<file path="src/hw/speckle_pkg.sv">
package speckle_pkg;

    // Default array geometry and timing
    localparam int DEF_COLS    = 24;
    localparam int DEF_ROWS    = 24;
    localparam int DEF_NB_DATA = 12;
    localparam int DEF_CLK_DIV = 4;   // Core cycles per serial clock phase

    // Operation requested with the start strobe
    typedef enum logic {
        MODE_SCAN   = 1'b0,   // ADC samples into pixel memory
        MODE_CONFIG = 1'b1    // Key bits from memory to chip
    } mode_e;

    typedef enum logic [2:0] {
        SEQ_IDLE       = 3'd0,
        SEQ_TRIG       = 3'd1,
        SEQ_WAIT_ADC   = 3'd2,
        SEQ_WRITE      = 3'd3,
        SEQ_READ       = 3'd4,
        SEQ_WAIT_SHIFT = 3'd5,
        SEQ_DONE       = 3'd6
    } seq_state_e;

    typedef enum logic [1:0] {
        SH_IDLE     = 2'd0,
        SH_CLK_HIGH = 2'd1,
        SH_CLK_LOW  = 2'd2,
        SH_KEY      = 2'd3
    } shift_state_e;

endpackage

</file>
<file path="src/hw/pixel_sequencer.sv">
`timescale 1ns/1ps

module pixel_sequencer
    import speckle_pkg::*;
#(
    parameter int COLS    = DEF_COLS,
    parameter int ROWS    = DEF_ROWS,
    parameter int NB_DATA = DEF_NB_DATA,
    localparam int DEPTH  = COLS * ROWS,
    localparam int ADDR_W = (DEPTH > 1) ? $clog2(DEPTH) : 1
) (
    input  logic               clk,
    input  logic               i_rst,

    input  logic               i_start,
    input  mode_e              i_mode,

    input  logic               i_adc_done,
    input  logic [NB_DATA-1:0] i_adc_val,

    input  logic               i_shift_idle,

    output logic               o_adc_trigger,
    output logic               o_wr_en,
    output logic [NB_DATA-1:0] o_wr_data,
    output logic               o_rd_en,
    output logic [ADDR_W-1:0]  o_addr,
    output logic               o_col_last,

    output logic               o_busy,
    output logic               o_done
);

    localparam int COL_W = (COLS > 1) ? $clog2(COLS) : 1;
    localparam int ROW_W = (ROWS > 1) ? $clog2(ROWS) : 1;

    seq_state_e         state;
    seq_state_e         state_next;

    logic [COL_W-1:0]   col_cnt;
    logic [ROW_W-1:0]   row_cnt;
    logic [NB_DATA-1:0] adc_q;      // Sample held for the write cycle
    logic               rd_settle;  // First cycle after a read request

    logic               start_ok;
    logic               row_last;
    logic               last_pixel;
    logic               shift_ready;
    logic               step;

    // Start accepted in idle and in the done cycle
    assign start_ok = i_start && ((state == SEQ_IDLE) || (state == SEQ_DONE));

    assign row_last   = (row_cnt == ROW_W'(ROWS - 1));
    assign last_pixel = row_last && (col_cnt == COL_W'(COLS - 1));

    // Shifter has taken the bit and finished with it
    assign shift_ready = (state == SEQ_WAIT_SHIFT) && !rd_settle && i_shift_idle;

    // One pixel finished in either mode
    assign step = (state == SEQ_WRITE) || shift_ready;

    always_comb begin
        state_next = state;
        case (state)
            SEQ_IDLE, SEQ_DONE: begin
                state_next = SEQ_IDLE;
                if (i_start) begin
                    state_next = (i_mode == MODE_SCAN) ? SEQ_TRIG : SEQ_READ;
                end
            end
            SEQ_TRIG: begin
                state_next = SEQ_WAIT_ADC;
            end
            SEQ_WAIT_ADC: begin
                if (i_adc_done) begin
                    state_next = SEQ_WRITE;
                end
            end
            SEQ_WRITE: begin
                state_next = last_pixel ? SEQ_DONE : SEQ_TRIG;
            end
            SEQ_READ: begin
                if (i_shift_idle) begin   // Never overtake the shifter
                    state_next = SEQ_WAIT_SHIFT;
                end
            end
            SEQ_WAIT_SHIFT: begin
                if (shift_ready) begin
                    state_next = last_pixel ? SEQ_DONE : SEQ_READ;
                end
            end
            default: begin
                state_next = SEQ_IDLE;
            end
        endcase
    end

    always_ff @(posedge clk) begin
        if (i_rst) begin
            state     <= SEQ_IDLE;
            col_cnt   <= '0;
            row_cnt   <= '0;
            rd_settle <= 1'b0;
        end else begin
            state     <= state_next;
            rd_settle <= o_rd_en;
            if (start_ok) begin
                col_cnt <= '0;
                row_cnt <= '0;
            end else if (step) begin
                // Column outer, row inner
                if (row_last) begin
                    row_cnt <= '0;
                    col_cnt <= (col_cnt == COL_W'(COLS - 1)) ? '0 : col_cnt + 1'b1;
                end else begin
                    row_cnt <= row_cnt + 1'b1;
                end
            end
        end
    end

    // ADC value captured on done
    always_ff @(posedge clk) begin
        if ((state == SEQ_WAIT_ADC) && i_adc_done) begin
            adc_q <= i_adc_val;
        end
    end

    assign o_adc_trigger = (state == SEQ_TRIG);
    assign o_wr_en       = (state == SEQ_WRITE);
    assign o_wr_data     = adc_q;
    assign o_rd_en       = (state == SEQ_READ) && i_shift_idle;

    // Linear address column x ROWS + row
    assign o_addr     = ADDR_W'(col_cnt) * ADDR_W'(ROWS) + ADDR_W'(row_cnt);
    assign o_col_last = row_last;

    assign o_busy = (state != SEQ_IDLE) && (state != SEQ_DONE);
    assign o_done = (state == SEQ_DONE);

endmodule

</file>
<file path="config.mk">
export PLATFORM = sky130hd
export DESIGN_NAME = pixel_sequencer
export DESIGN_NICKNAME = d
export VERILOG_FILES = /design/src/hw/speckle_pkg.sv /design/src/hw/pixel_sequencer.sv
export SDC_FILE = /design/constraint.sdc
export NUM_CORES = 1
export LEC_CHECK = 0
export BUFFER_PORTS_ARGS = -buffer_cell sky130_fd_sc_hd__buf_2
export CAP_MARGIN = 10
export CORE_ASPECT_RATIO = 0.7
export CORE_MARGIN = 2
export CORE_UTILIZATION = 50
export CTS_CLUSTER_SIZE = 28
export DETAILED_ROUTE_END_ITERATION = 10
export HOLD_SLACK_MARGIN = 0.02
export PLACE_DENSITY = 0.78
export SYNTH_ARGS = -nofsm -noshare
export SYNTH_HDL_FRONTEND = slang
export SYNTH_SLANG_ARGS = --single-unit
</file>
<file path="constraint.sdc">
create_clock -name clk -period 2.3 [get_ports clk]
set_input_delay 0.23 -clock clk [delete_from_list [all_inputs] [get_ports clk]]
set_output_delay 0.23 -clock clk [all_outputs]
set_load 0.01 [all_outputs]
</file>
==> metrics <==
run status finished with violations; violated checks negative setup slack; Max Freq 0.4151 GHz; top-level port count 46; Setup TNS -0.1092 ns; GPL Wtd Cong 0.8323; Post-DRT Antenna Nets 0; number of H-tree levels 1; min-delay src i_adc_val[4]; dpl cells 229; Die W 69.36 um; GRT Total Usage 18.85%; hold_ws 0.1313 ns; critical path endpoint category output pin; worst r2r src state[2]; fin nets 232; CP cell instances buf_6 > fa_2 > xor2_4 > nor3_2 > mux2_4 > and3b_1 > o22ai_1 > buf_2; Peak VDD IR 404.3 uV; Ys Warns 0; first-pass GRT wire length 5257 um; initial antenna violation count 0; Die ar. 3451 um2; final hold violation count 0; share of cells above drive strength 1 41.79%; Yosys reg bits 26; ant diodes 0; MaxCap Viol Count 0; Vias 1,277; drt drc 0; Routed WL 3275 um; Cell Count, Final, Fillers Out 237; CTS tree built; Avg WL per Cell 13.82 um; largest net degree at the start of global routing 16; Setup Skew 0.005530 ns; commonest non-fill, non-tap cells in the layout 45 x buf_2, 15 x nor2_1, 12 x edfxtp_1; Reg clk slew, reported paths 0.09 ns; drt first pass iters 4; number of port buffers 45; # setup viols final 1; Clock Sink Count 26; worst-path fanout max 3; Post-synth EDFFs 12; Vias/cell 5.388; CP required 2.07 ns; DRT iter0 DRCs 62; total CTS buffers 3; Worst path slowest cell fa_2; Layout area overhead 32.80%; Final Cell Area 1986 um2; clk_lat worst skew 0.27 ns; die span in y 49.75 um; worst slew pin tran 0.4846 ns; power consumption 1.078 mW; Mapped Nets 177; final worst slack -0.1092 ns; Clock Tree Root clkbuf_8; vias in the first global route 1,154; Async S/R FF share, synth 0%; Lkg Pwr 0.8793 nW; Crit path largest cell delay 0.43 ns; Final HPWL DP 2275 um; area of the mapped netlist 1495 um2; Max Root-Sink Buffers 2; worst setup path start col_cnt[1]; min-delay worst type primary input to flip-flop; sequential fraction of the synthesis area 42.85%; Pwr Density 542.9 nW/um2; Post-Synthesis Cells 147; Overflow after GRT 0; num rows 16; CP Launch Type flip-flop; period utilisation layout 104.7%; Synth Area per Inst 10.17 um2; Slew HR 67.70%; synth unique cells 38; RSZ-0062 raised after global routing true; Worst EP arrival 2.18 ns; Placement Cell Area 1773 um2; WS Path Type flip-flop to output pin; Hold-fix buffers, CTS 0; fin. max-slew vios 0; Initial Util 52.97%; ys flop type dfxtp_1; commonest non-fill, non-tap cell in the layout buf_2; Core Box Area 2823 um2; Final Critical Period 2.409 ns
[cell families (layout without fill, tap and decap cells)]
kind of cell	after synthesis	in the layout	synth area share, %
mux	6	6	4.100
flops	26	26	42.85
simple gates	59	59	21.42
fa+ha+maj	12	12	11.05
xor+xnor	11	11	6.946
compound gates	23	23	9.624
buf+inv	10	64	4.016
[worst max-delay path: cells and delay by family, from the launching register on]
kind / cells / cell delay, ns
buf+inv: 2 / 0.28
compound gates: 1 / 0.15
mux: 1 / 0.27
flops: 1 / 0.35
fa+ha+maj: 1 / 0.43
xor+xnor: 1 / 0.20
simple gates: 2 / 0.23
[flip-flops by register name, indices dropped and copies added, names as in the netlist]
name	flops
col_cnt	5
row_cnt	5
state	3
o_wr_data	12
rd_settle	1
[Yosys cell counts, drive strengths merged (3+ instances only)]
cell / n / share of area, %
a21o: 4 / 2.1
a21oi: 9 / 3.0
and3b: 4 / 2.3
buf: 5 / 2.8
dfxtp: 14 / 19
edfxtp: 12 / 24
ha: 10 / 8.4
inv: 3 / 0.75
mux2i: 5 / 3.3
nand2: 9 / 2.3
nand2b: 3 / 1.3
nand3: 5 / 1.7
nand4: 4 / 1.7
nor2: 17 / 4.3
nor2b: 5 / 2.6
nor3: 5 / 1.7
o21ai: 4 / 1.3
xnor2: 4 / 2.3
xor2: 7 / 4.6
[metrics by stage]
stage | utilization, % | worst slack [ns]
floorplan | - | 0.09858
global placement | 62.81 | 0.1123
detailed placement | 62.81 | 0.05038
CTS | 67.91 | -0.1249
global route | 70.35 | -0.2390
finish | 70.35 | -0.1092
[power breakdown]
part / leakage (nW) / internal (mW) / total, mW / switching [mW]
sequential: 0.224 / 0.508 / 0.537 / 0.0295
combinational: 0.620 / 0.0780 / 0.165 / 0.0865
clock: 0.0357 / 0.233 / 0.376 / 0.143
total: 0.879 / 0.819 / 1.08 / 0.259
[what timing repair did]
action                                  4_1_cts  5_1_grt
buffers inserted                              2        2
hold endpoints to repair                      0        0
pin swaps                                     5        5
resized for setup                            14       10
endpoints found under the setup margin        2        3
[routing by layer]
metal / wire, um / vias up / GRT usage (%)
li1: - / 623 / -
met2: 1594 / 49 / 31.73
met1: 1404 / 603 / 23.67
met3: 257 / 2 / 6.748
met4: 19 / 0 / 3.595
met5: 0 / - / 0
[final cells by class]
cell class	instances	area, um2
inverter	4	15.01
sequential	26	645.6
timing repair buffer	56	315.3
fill	198	837.1
tap	36	45.04
clock inverter	1	30.03
clock buffer	3	41.29
multi-input combinational	111	893.4
[final timing paths]
check	end	slack, ns	cells after the start
max reg2reg	row_cnt[3]	0.53	5
min	o_wr_data[4]	0.13	1
max	o_addr[9]	-0.11	8
min reg2reg	row_cnt[3]	0.53	2
Note: power is estimated with default switching activity, not from simulation.
