**config.mk**
```make
export PLATFORM = sky130hd
export DESIGN_NAME = key_shifter
export DESIGN_NICKNAME = d
export VERILOG_FILES = /design/src/hw/speckle_pkg.sv /design/src/hw/key_shifter.sv
export SDC_FILE = /design/constraint.sdc
export NUM_CORES = 1
export LEC_CHECK = 0
export BUFFER_PORTS_ARGS = -buffer_cell sky130_fd_sc_hd__buf_4
export CORE_AREA = 2 2 39 41
export DETAILED_ROUTE_END_ITERATION = 6
export DIE_AREA = 0 0 41 43
export GPL_ROUTABILITY_DRIVEN = 0
export PLACE_DENSITY = 0.76
export SYNTH_ARGS = -nofsm -noshare
export SYNTH_HDL_FRONTEND = slang
export SYNTH_SLANG_ARGS = --single-unit
```
**constraint.sdc**
```tcl
create_clock -name clk -period 1.9 [get_ports clk]
set_input_delay 0.095 -clock clk [delete_from_list [all_inputs] [get_ports clk]]
set_output_delay 0.095 -clock clk [all_outputs]
set_load 0.03 [all_outputs]
```
**src/hw/speckle_pkg.sv**
```systemverilog
package speckle_pkg;

    // Default array geometry and timing
    localparam int DEF_COLS    = 24;
    localparam int DEF_ROWS    = 24;
    localparam int DEF_NB_DATA = 12;
    localparam int DEF_CLK_DIV = 4;   // Core cycles per serial clock phase

    // Operation requested with the start strobe
    typedef enum logic {
        MODE_SCAN   = 1'b0,   // ADC samples into pixel memory
        MODE_CONFIG = 1'b1    // Key bits from memory to chip
    } mode_e;

    typedef enum logic [2:0] {
        SEQ_IDLE       = 3'd0,
        SEQ_TRIG       = 3'd1,
        SEQ_WAIT_ADC   = 3'd2,
        SEQ_WRITE      = 3'd3,
        SEQ_READ       = 3'd4,
        SEQ_WAIT_SHIFT = 3'd5,
        SEQ_DONE       = 3'd6
    } seq_state_e;

    typedef enum logic [1:0] {
        SH_IDLE     = 2'd0,
        SH_CLK_HIGH = 2'd1,
        SH_CLK_LOW  = 2'd2,
        SH_KEY      = 2'd3
    } shift_state_e;

endpackage

```
**src/hw/key_shifter.sv**
```systemverilog
`timescale 1ns/1ps

module key_shifter
    import speckle_pkg::*;
#(
    parameter int NB_DATA = DEF_NB_DATA,
    parameter int CLK_DIV = DEF_CLK_DIV
) (
    input  logic               clk,
    input  logic               i_rst,

    input  logic               i_rd_valid,
    input  logic [NB_DATA-1:0] i_rd_data,
    input  logic               i_rd_last,
    input  logic [NB_DATA-1:0] i_umbral,

    output logic               o_idle,
    output logic               o_chip_col_data,
    output logic               o_chip_col_clk,
    output logic               o_chip_key_wren
);

    localparam int DIV_W = (CLK_DIV > 1) ? $clog2(CLK_DIV) : 1;

    shift_state_e     state;
    shift_state_e     state_next;

    logic [DIV_W-1:0] div_cnt;
    logic             last_q;      // Bit closes a column
    logic             phase_end;
    logic             key_bit;

    // Strictly greater so equal gives 0
    assign key_bit = (i_rd_data > i_umbral);

    assign phase_end = (div_cnt == DIV_W'(CLK_DIV - 1));

    always_comb begin
        state_next = state;
        case (state)
            SH_IDLE: begin
                if (i_rd_valid) begin
                    state_next = SH_CLK_HIGH;
                end
            end
            SH_CLK_HIGH: begin
                if (phase_end) begin
                    state_next = SH_CLK_LOW;
                end
            end
            SH_CLK_LOW: begin
                // Key write strobe after a column's last bit
                if (phase_end) begin
                    state_next = last_q ? SH_KEY : SH_IDLE;
                end
            end
            SH_KEY: begin
                if (phase_end) begin
                    state_next = SH_IDLE;
                end
            end
            default: begin
                state_next = SH_IDLE;
            end
        endcase
    end

    always_ff @(posedge clk) begin
        if (i_rst) begin
            state           <= SH_IDLE;
            div_cnt         <= '0;
            last_q          <= 1'b0;
            o_chip_col_data <= 1'b0;
        end else begin
            state <= state_next;

            // Divider restarts on every phase change
            if ((state == SH_IDLE) || phase_end) begin
                div_cnt <= '0;
            end else begin
                div_cnt <= div_cnt + 1'b1;
            end

            if ((state == SH_IDLE) && i_rd_valid) begin
                o_chip_col_data <= key_bit;   // Held until the next sample
                last_q          <= i_rd_last;
            end
        end
    end

    assign o_idle          = (state == SH_IDLE);
    assign o_chip_col_clk  = (state == SH_CLK_HIGH);
    assign o_chip_key_wren = (state == SH_KEY);

endmodule

```
==> impl_results.md, run 1 <==
* Status: completed
* Combinational power share at roughly 34%
* Final hold violations at 0
* Total global routing overflow at 0
* Footprint of the multi-input gates at roughly 380 sq um
* Clk sinks at 6
* Vias in the first global route at 538
* Clock root cell: clkbuf_4
* Post-CTS setup buffer count at 0
* Clock Tree Buf Depth at 2
* Synth top cells by count: 14 x inv_1, 13 x ha_1, 7 x a21oi_1
* Main flop type after synthesis: dfxtp_1
* Overall Global Routing Usage at roughly 16%
* Synth area leader: ha_1
* Reg2reg setup slack at roughly 0.53 ns
* Post-Synth Simple-Gate Area at between 10% and 20%
* Drt first pass iters at 4
* Pint at about 280 uW
* Cell Rows at 14
* Post-Synth Adder-Cell Area at 29.5%
* Xor/xnor share of the synthesized area at 0%
* Top post-synthesis cells by area: ha_1 29%, dfxtp_1 22%, inv_1 9.5%, a21oi_1 6.3%, nand3_1 3.6%
* Ports at 32
* Post-synthesis cell type count at 25
* Count leader, synth: inv_1
* First-pass GRT wire length at roughly 2000 um
* Min-Delay Path Class: in -> reg
* Synth Area in Compound Gates at around a fifth
* Area grow syn2layout at 49.9%
* FFs w/ async S/R, synth at 0%
* CP peak stage delay at about 0.36 ns
* Switch Pwr at between 100 and 150 uW
* Critical path class: reg -> reg
* Clock Skew at between 0.008 and 0.009 ns
* Power density cells at around 470 nW/um^2
* FF-to-FF Start: state[0]$_SDFFE_PP0P_
* Reg clk slew, reported paths at approximately 0.050 ns
* CP Capture Type: flop
* Lkg Pwr at 0.441 nW
* Die Ht at approximately 43 um
* Vias per inst at a little over 5
* DR WL/cell at around 10 um
* Hold path startpoint: i_rst
* Post-route DRC at 0
* Sw Share at about 28%
* Worst flop-to-flop path endpoint: o_chip_col_data$_SDFFE_PP0P_
* Hold Crit Depth at 2
* Tot Pwr at 387 uW
* CTS tree: yes
* FF/Latch Area at between 100 and 150 sq um
* TNS Setup at 0 ns
* Fin. max-slew vios at 0
* Synth top area share at 29.5%
* Layout Utilization at about 60%
* Crit-path cells: nor2_4 > nand2_2 > a221o_1 > o31a_1
* Sequential area share after synthesis at a little over a fifth
* IO Port Bufs at 31
* Initial antenna violation count at 0
* Fin crit share at a little under three quarters
* Worst-case reg-to-reg path depth at 4
* Full die area at approximately 1800 sq um
* Initial drt markers at 7
* Dpl hpwl at about 1000 um
* Antenna diodes at 0
* Rel. slew slack at between 80% and 90%
* Worst skew pair latency at around 0.25 ns
* Starting Density at between 30% and 40%
* RSZ-0062 raised after global routing: no
* Fill count at 128
* Crit path from: state[0]$_SDFFE_PP0P_
* Post-synth EDFFs at 0
* NumNets Final at about 140
* #FFs+latches synth at 6
* CP required at 2.04 ns
* Cts-stage hold buffer count at 0
* Synth warn at 0
* Slew @ Worst Pin at 0.257 ns
* Crit path launch type: flop
* Max-cap violations at 0
* Multiplexer share of the synthesized area at 0%
* Largest net degree at the start of global routing at 8
* Fmax at ~0.73 GHz
* Chip Width at 41 um
* # H-tree levels at 1
* CP max-delay cell: dfxtp_1
* Placeable core region at about 1400 sq um
* Main combinational cell family by area after synthesis: adder cells
* Synthesized area at between 500 and 600 sq um
* Maximum vdd drop at about 0.17 mV
* Final antenna-violating net count at 0
* Worst Path Arrival at around 1.5 ns
* Layout cells sized above 1 at a little under two fifths
* Syn nets at between 100 and 150
* Clock group share of total power at between 30 and 40%
* Worst-path maximum fanout at 7
* DR vias at ~610
* Final setup fails at 0
* Tmin final at between 1 and 1.5 ns
* CTS buffer count at 3
* PostCTS Resize Cnt at 0
* Hold Path End: last_q$_SDFFE_PP0P_
* Post-Route WL at 1200 um
* Mapped Avg Cell Area at just over 8 sq um
* Power share of the sequential group at a little over a third
* Synth Instances at between 60 and 70
[flip-flops by register name, summed over array words and instances, names as in the netlist]
signal           count
div_cnt              2
last_q               1
o_chip_col_data      1
state                2
[worst max path at each step]
stage	end	slack [ns]	depth (start not counted)
finish	o_chip_col_data$_SDFFE_PP0P_	0.53	4
global route	o_chip_col_data$_SDFFE_PP0P_	0.46	4
CTS	o_chip_col_data$_SDFFE_PP0P_	0.52	4
detailed placement	o_chip_col_data$_SDFFE_PP0P_	0.46	6
global placement	o_chip_col_data$_SDFFE_PP0P_	0.52	6
floorplan	o_chip_col_data$_SDFFE_PP0P_	0.47	4
[critical path, delay by kind of cell (launching register included)]
family           cells  cell delay, ns
AO/OA/AOI/OAI        2            0.60
flip-flops           1            0.36
AND/OR/NAND/NOR      2            0.29
[cell families (layout without fill, tap and decap cells)]
logic type,count (synthesis),in the layout
simple gates,18,18
compound gates,16,16
buf+inv,14,48
fa+ha+maj,13,13
flops,6,6
[final cells by class]
| class | count | share of cell area, % |
|---|---|---|
| inverter | 14 | 6.35 |
| clock buffer | 3 | 2.72 |
| multi-input combinational | 47 | 45.8 |
| sequential | 6 | 14.5 |
| tap | 16 | 2.42 |
| timing repair buffer | 31 | 28.1 |
[power groups by stage]
stage | registers (mW) | logic, mW | clock network, mW
6_report | 0.138 | 0.132 | 0.117
5_1_grt | 0.139 | 0.149 | 0.123
4_1_cts | 0.138 | 0.134 | 0.121
3_5_place_dp | 0.140 | 0.133 | 0
3_3_place_gp | 0.140 | 0.128 | 0
2_1_floorplan | 0.142 | 0.0649 | 0
[per-stage QoR]
| stage | cells | setup WS [ns] | hold WS, ns | instance area (sq um) |
|---|---|---|---|---|
| CTS | 117 | 0.524 | 0.0483 | 827 |
| floorplan | 67 | 0.474 | 0.164 | 552 |
| global placement | 114 | 0.518 | 0.307 | 805 |
| detailed placement | 114 | 0.458 | 0.313 | 805 |
| global route | 117 | 0.459 | 0.0522 | 827 |
| finish | 117 | 0.534 | 0.0511 | 827 |
[layout by cell type, fill, tap and decap left out]
cell / count
o21ai_0: 1
o211ai_1: 1
a221o_1: 1
nand3_1: 4
nand2_1: 2
a311oi_1: 1
nor3_1: 1
ha_1: 13
nor4b_1: 1
a22oi_1: 1
nand4_1: 3
nand2_2: 1
clkbuf_4: 3
nor2b_1: 1
a221oi_1: 1
and2_2: 1
o31a_1: 1
a211oi_1: 1
nor4_1: 1
inv_1: 14
dfxtp_1: 6
nor2_4: 1
a21o_1: 1
buf_4: 31
nor2b_2: 1
a21oi_1: 7
nor2_1: 1
[routing by layer]
layer	GRT usage (%)	vias to the layer above	part of all wire, %
met5	0	-	0
met2	25.9	20	50
li1	-	313	-
met3	1.57	4	6.6
met4	12.0	0	2.4
met1	18.7	269	41
No activity file was read; power rests on OpenSTA's default activity.
==> inputs of run 2 (changes only) <==
--- a/config.mk
+++ b/config.mk
@@ -5,12 +5,13 @@
 export SDC_FILE = /design/constraint.sdc
 export NUM_CORES = 1
 export LEC_CHECK = 0
+export ABC_AREA = 1
 export BUFFER_PORTS_ARGS = -buffer_cell sky130_fd_sc_hd__buf_4
-export CORE_AREA = 2 2 39 41
+export CORE_MARGIN = 2
+export CORE_UTILIZATION = 43
 export DETAILED_ROUTE_END_ITERATION = 6
-export DIE_AREA = 0 0 41 43
 export GPL_ROUTABILITY_DRIVEN = 0
-export PLACE_DENSITY = 0.76
+export PLACE_DENSITY = 0.77
 export SYNTH_ARGS = -nofsm -noshare
 export SYNTH_HDL_FRONTEND = slang
 export SYNTH_SLANG_ARGS = --single-unit
==> constraint.sdc (replaced) <==
create_clock -name clk -period 1.3 [get_ports clk]
set_input_delay 0.065 -clock clk [delete_from_list [all_inputs] [get_ports clk]]
set_output_delay 0.065 -clock clk [all_outputs]
set_load 0.03 [all_outputs]
==> impl_results.md, run 2 <==
* FF-to-FF Start: state[0]$_SDFFE_PP0P_
* CP Depth at 3
* CTS tree: yes
* IO Port Bufs at 31
* Main combinational cell family by area after synthesis: simple AND/OR/NAND/NOR gates
* Placeable core region at between 1000 and 1500 sq um
* Pint at around 440 uW
* Antenna diodes at 0
* # H-tree levels at 1
* Syn nets at 138
* Fin crit share at a little over four fifths
* Clock Skew at 0.00242 ns
* Maximum vdd drop at 0.497 mV
* Worst-path maximum fanout at 5
* Sequential area share after synthesis at between 10% and 20%
* Synth top cells by count: 26 x inv_1, 23 x nand2_1, 13 x ha_1, 13 x nor2_1, 6 x dfxtp_1
* Reg clk slew, reported paths at 0.05 ns
* RSZ-0062 raised after global routing: no
* Synth Area in Compound Gates at approximately a tenth
* Largest net degree at the start of global routing at 6
* FFs w/ async S/R, synth at 0%
* Clock group share of total power at 26.9%
* Most frequent cells in the layout: 31 x buf_4, 26 x inv_1, 23 x nand2_1
* Main flop type after synthesis: dfxtp_1
* DR WL/cell at approximately 8.6 um
* Tmin final at 1.10 ns
* Post-Route WL at between 1000 and 1500 um
* Layout cells sized above 1 at between 20 and 30%
* Dpl hpwl at 1080 um
* Count leader, synth: inv_1
* Post-route DRC at 0
* Slew @ Worst Pin at 0.221 ns
* Cell Rows at 13
* CP peak stage delay at between 0.4 and 0.5 ns
* Synth top area share at 26.3%
* Chip Width at about 42 um
* Synthesized area at about 620 sq um
* CP Capture Type: output port
* Worst-case reg-to-reg path depth at 5
* Sw Share at between 30 and 40%
* Power density cells at 749 nW/um^2
* Rel. slew slack at between 80% and 90%
* Fin cells at between 100 and 150
* Critical path buffers and inverters at 2
* Power share of the sequential group at between 30% and 40%
* Worst flop-to-flop path endpoint: state[1]$_SDFFE_PP0P_
* Min-Delay Path Class: in -> reg
* Synth area leader: ha_1
* Critical path class: reg -> out
* Full die area at between 1500 and 2000 sq um
* Die Ht at about 42 um
* Post-synth EDFFs at 0
* Fin. max-slew vios at 0
* First-pass GRT wire length at 2330 um
* Worst skew pair latency at around 0.25 ns
* Mapped Avg Cell Area at 6.38 sq um
* Vias in the first global route at approximately 620
* CTS buffer count at 3
* CP max-delay cell: dfxtp_1
* Crit path from: state[0]$_SDFFE_PP0P_
* Tot Pwr at around 680 uW
* Setup crit end: o_chip_col_clk
* Post-Synth Simple-Gate Area at approximately 28%
* Vias per inst at between 4 and 5
* Final setup fails at 0
* Max-cap violations at 0
* Area grow syn2layout at 45.9%
* Synth Instances at 97
* Lkg Pwr at roughly 0.58 nW
* Overall Global Routing Usage at between 10% and 20%
* Worst Path Arrival at 1.03 ns
* Status: completed
* Initial antenna violation count at 0
* Ports at 32
* Hold Crit Depth at 3
* Setup slack after layout at around 0.20 ns
* DR vias at roughly 660
* Total global routing overflow at 0
* NumNets Final at 175
* Reg2reg setup slack at 0.25 ns
* PostCTS Resize Cnt at 0
* Multiplexer share of the synthesized area at 0%
* Initial drt markers at 6
* Xor/xnor share of the synthesized area at 0%
* #FFs+latches synth at 6
* Largest regs: div_cnt (2), state (2)
* Drt first pass iters at 4
* Final antenna-violating net count at 0
* Clock Tree Buf Depth at 2
* Crit-path cells: inv_1 > nor2_1 > buf_4
* Starting Density at between 40% and 50%
* Clock root cell: clkbuf_4
* CP top delay family: flip-flops
* Crit path launch type: flop
* Post-Synth Adder-Cell Area at between 20% and 30%
* Layout Utilization at between 60 and 70%
* Combinational power share at between 40% and 50%
* Top post-synthesis cells by area: ha_1 26%, dfxtp_1 19%, inv_1 16%, nand2_1 14%, nor2_1 7.9%
* Final hold violations at 0
* TNS Setup at 0 ns
* Most common cell after layout, fill and taps aside: buf_4
* Pre-CTS setup slack at 0.154 ns
* Post-synthesis cell type count at 16
* Switch Pwr at 233 uW
* Fmax at roughly 0.91 GHz
* Clk sinks at 6
* CP required at ~1.2 ns
* Synth warn at 0
* Dpl cells at around 140
## run 2: changes by cell type in the layout (fill, tap and decap cells not counted), moves of 2 or more
cell,delta
inv_1,+12
nand4_1,-2
a21oi_1,-3
o21ai_0,+2
nor2_1,+12
nand2_1,+21
nand3_1,-3
## run 2: layer usage
metal | wire length (um) | vias to the layer above | track usage (%)
li1 | - | 364 | -
met5 | 0 | - | 0
met1 | 530 | 274 | 19.6
met4 | 19 | 0 | 5.81
met3 | 85 | 4 | 6.52
met2 | 634 | 22 | 28.7
## run 2: timing repair
action                     in CTS  in global routing
setup endpoints to repair       0                  0
hold endpoints to repair        1                  0
buffers inserted                0                  0
hold buffers                    1                  0
## run 2: kinds of logic after synthesis
group | Yosys count
compound gates | 10
flops | 6
fa+ha+maj | 13
simple gates | 41
buf+inv | 27
## run 2: power groups by stage
stage	clock network [mW]	logic [mW]	registers, mW
after detailed placement	0	0.274	0.224
after CTS	0.185	0.278	0.221
final	0.182	0.274	0.221
after floorplan	0	0.159	0.226
after global routing	0.203	0.316	0.222
after global placement	0	0.265	0.224
## run 2: cell type report
cell class / instances / area, sq um
Clock buffer: 3 / 22.5
Timing Repair Buffer: 32 / 243
Tap cell: 15 / 18.8
Fill cell: 126 / 414
Inverter: 27 / 103
Sequential cell: 6 / 120
Multi-Input combinational cell: 64 / 397
## run 2: tightest hold or removal path, stage by stage
cell and delay (ns):
buf_4 0.07, o21ai_0 0.07, nor2_1 0.08
## run 2: how the worst min path moves through the flow
| stage | start | to | slack, ns |
|---|---|---|---|
| finish | i_rd_last | last_q$_SDFFE_PP0P_ | 0.07 |
| global route | i_rd_last | last_q$_SDFFE_PP0P_ | 0.13 |
| CTS | i_rd_last | last_q$_SDFFE_PP0P_ | 0.08 |
| detailed placement | i_rst | o_chip_col_data$_SDFFE_PP0P_ | 0.23 |
| global placement | i_rst | o_chip_col_data$_SDFFE_PP0P_ | 0.23 |
| floorplan | i_rst | o_chip_col_data$_SDFFE_PP0P_ | 0.13 |
## run 2: stage by stage
| step | area (sq um) | hold WS, ns |
|---|---|---|
| 2_1_floorplan | 619 | 0.127 |
| 3_3_place_gp | 871 | 0.232 |
| 3_5_place_dp | 871 | 0.234 |
| 4_1_cts | 903 | 0.0766 |
| 5_1_grt | 903 | 0.126 |
| 6_report | 903 | 0.0747 |
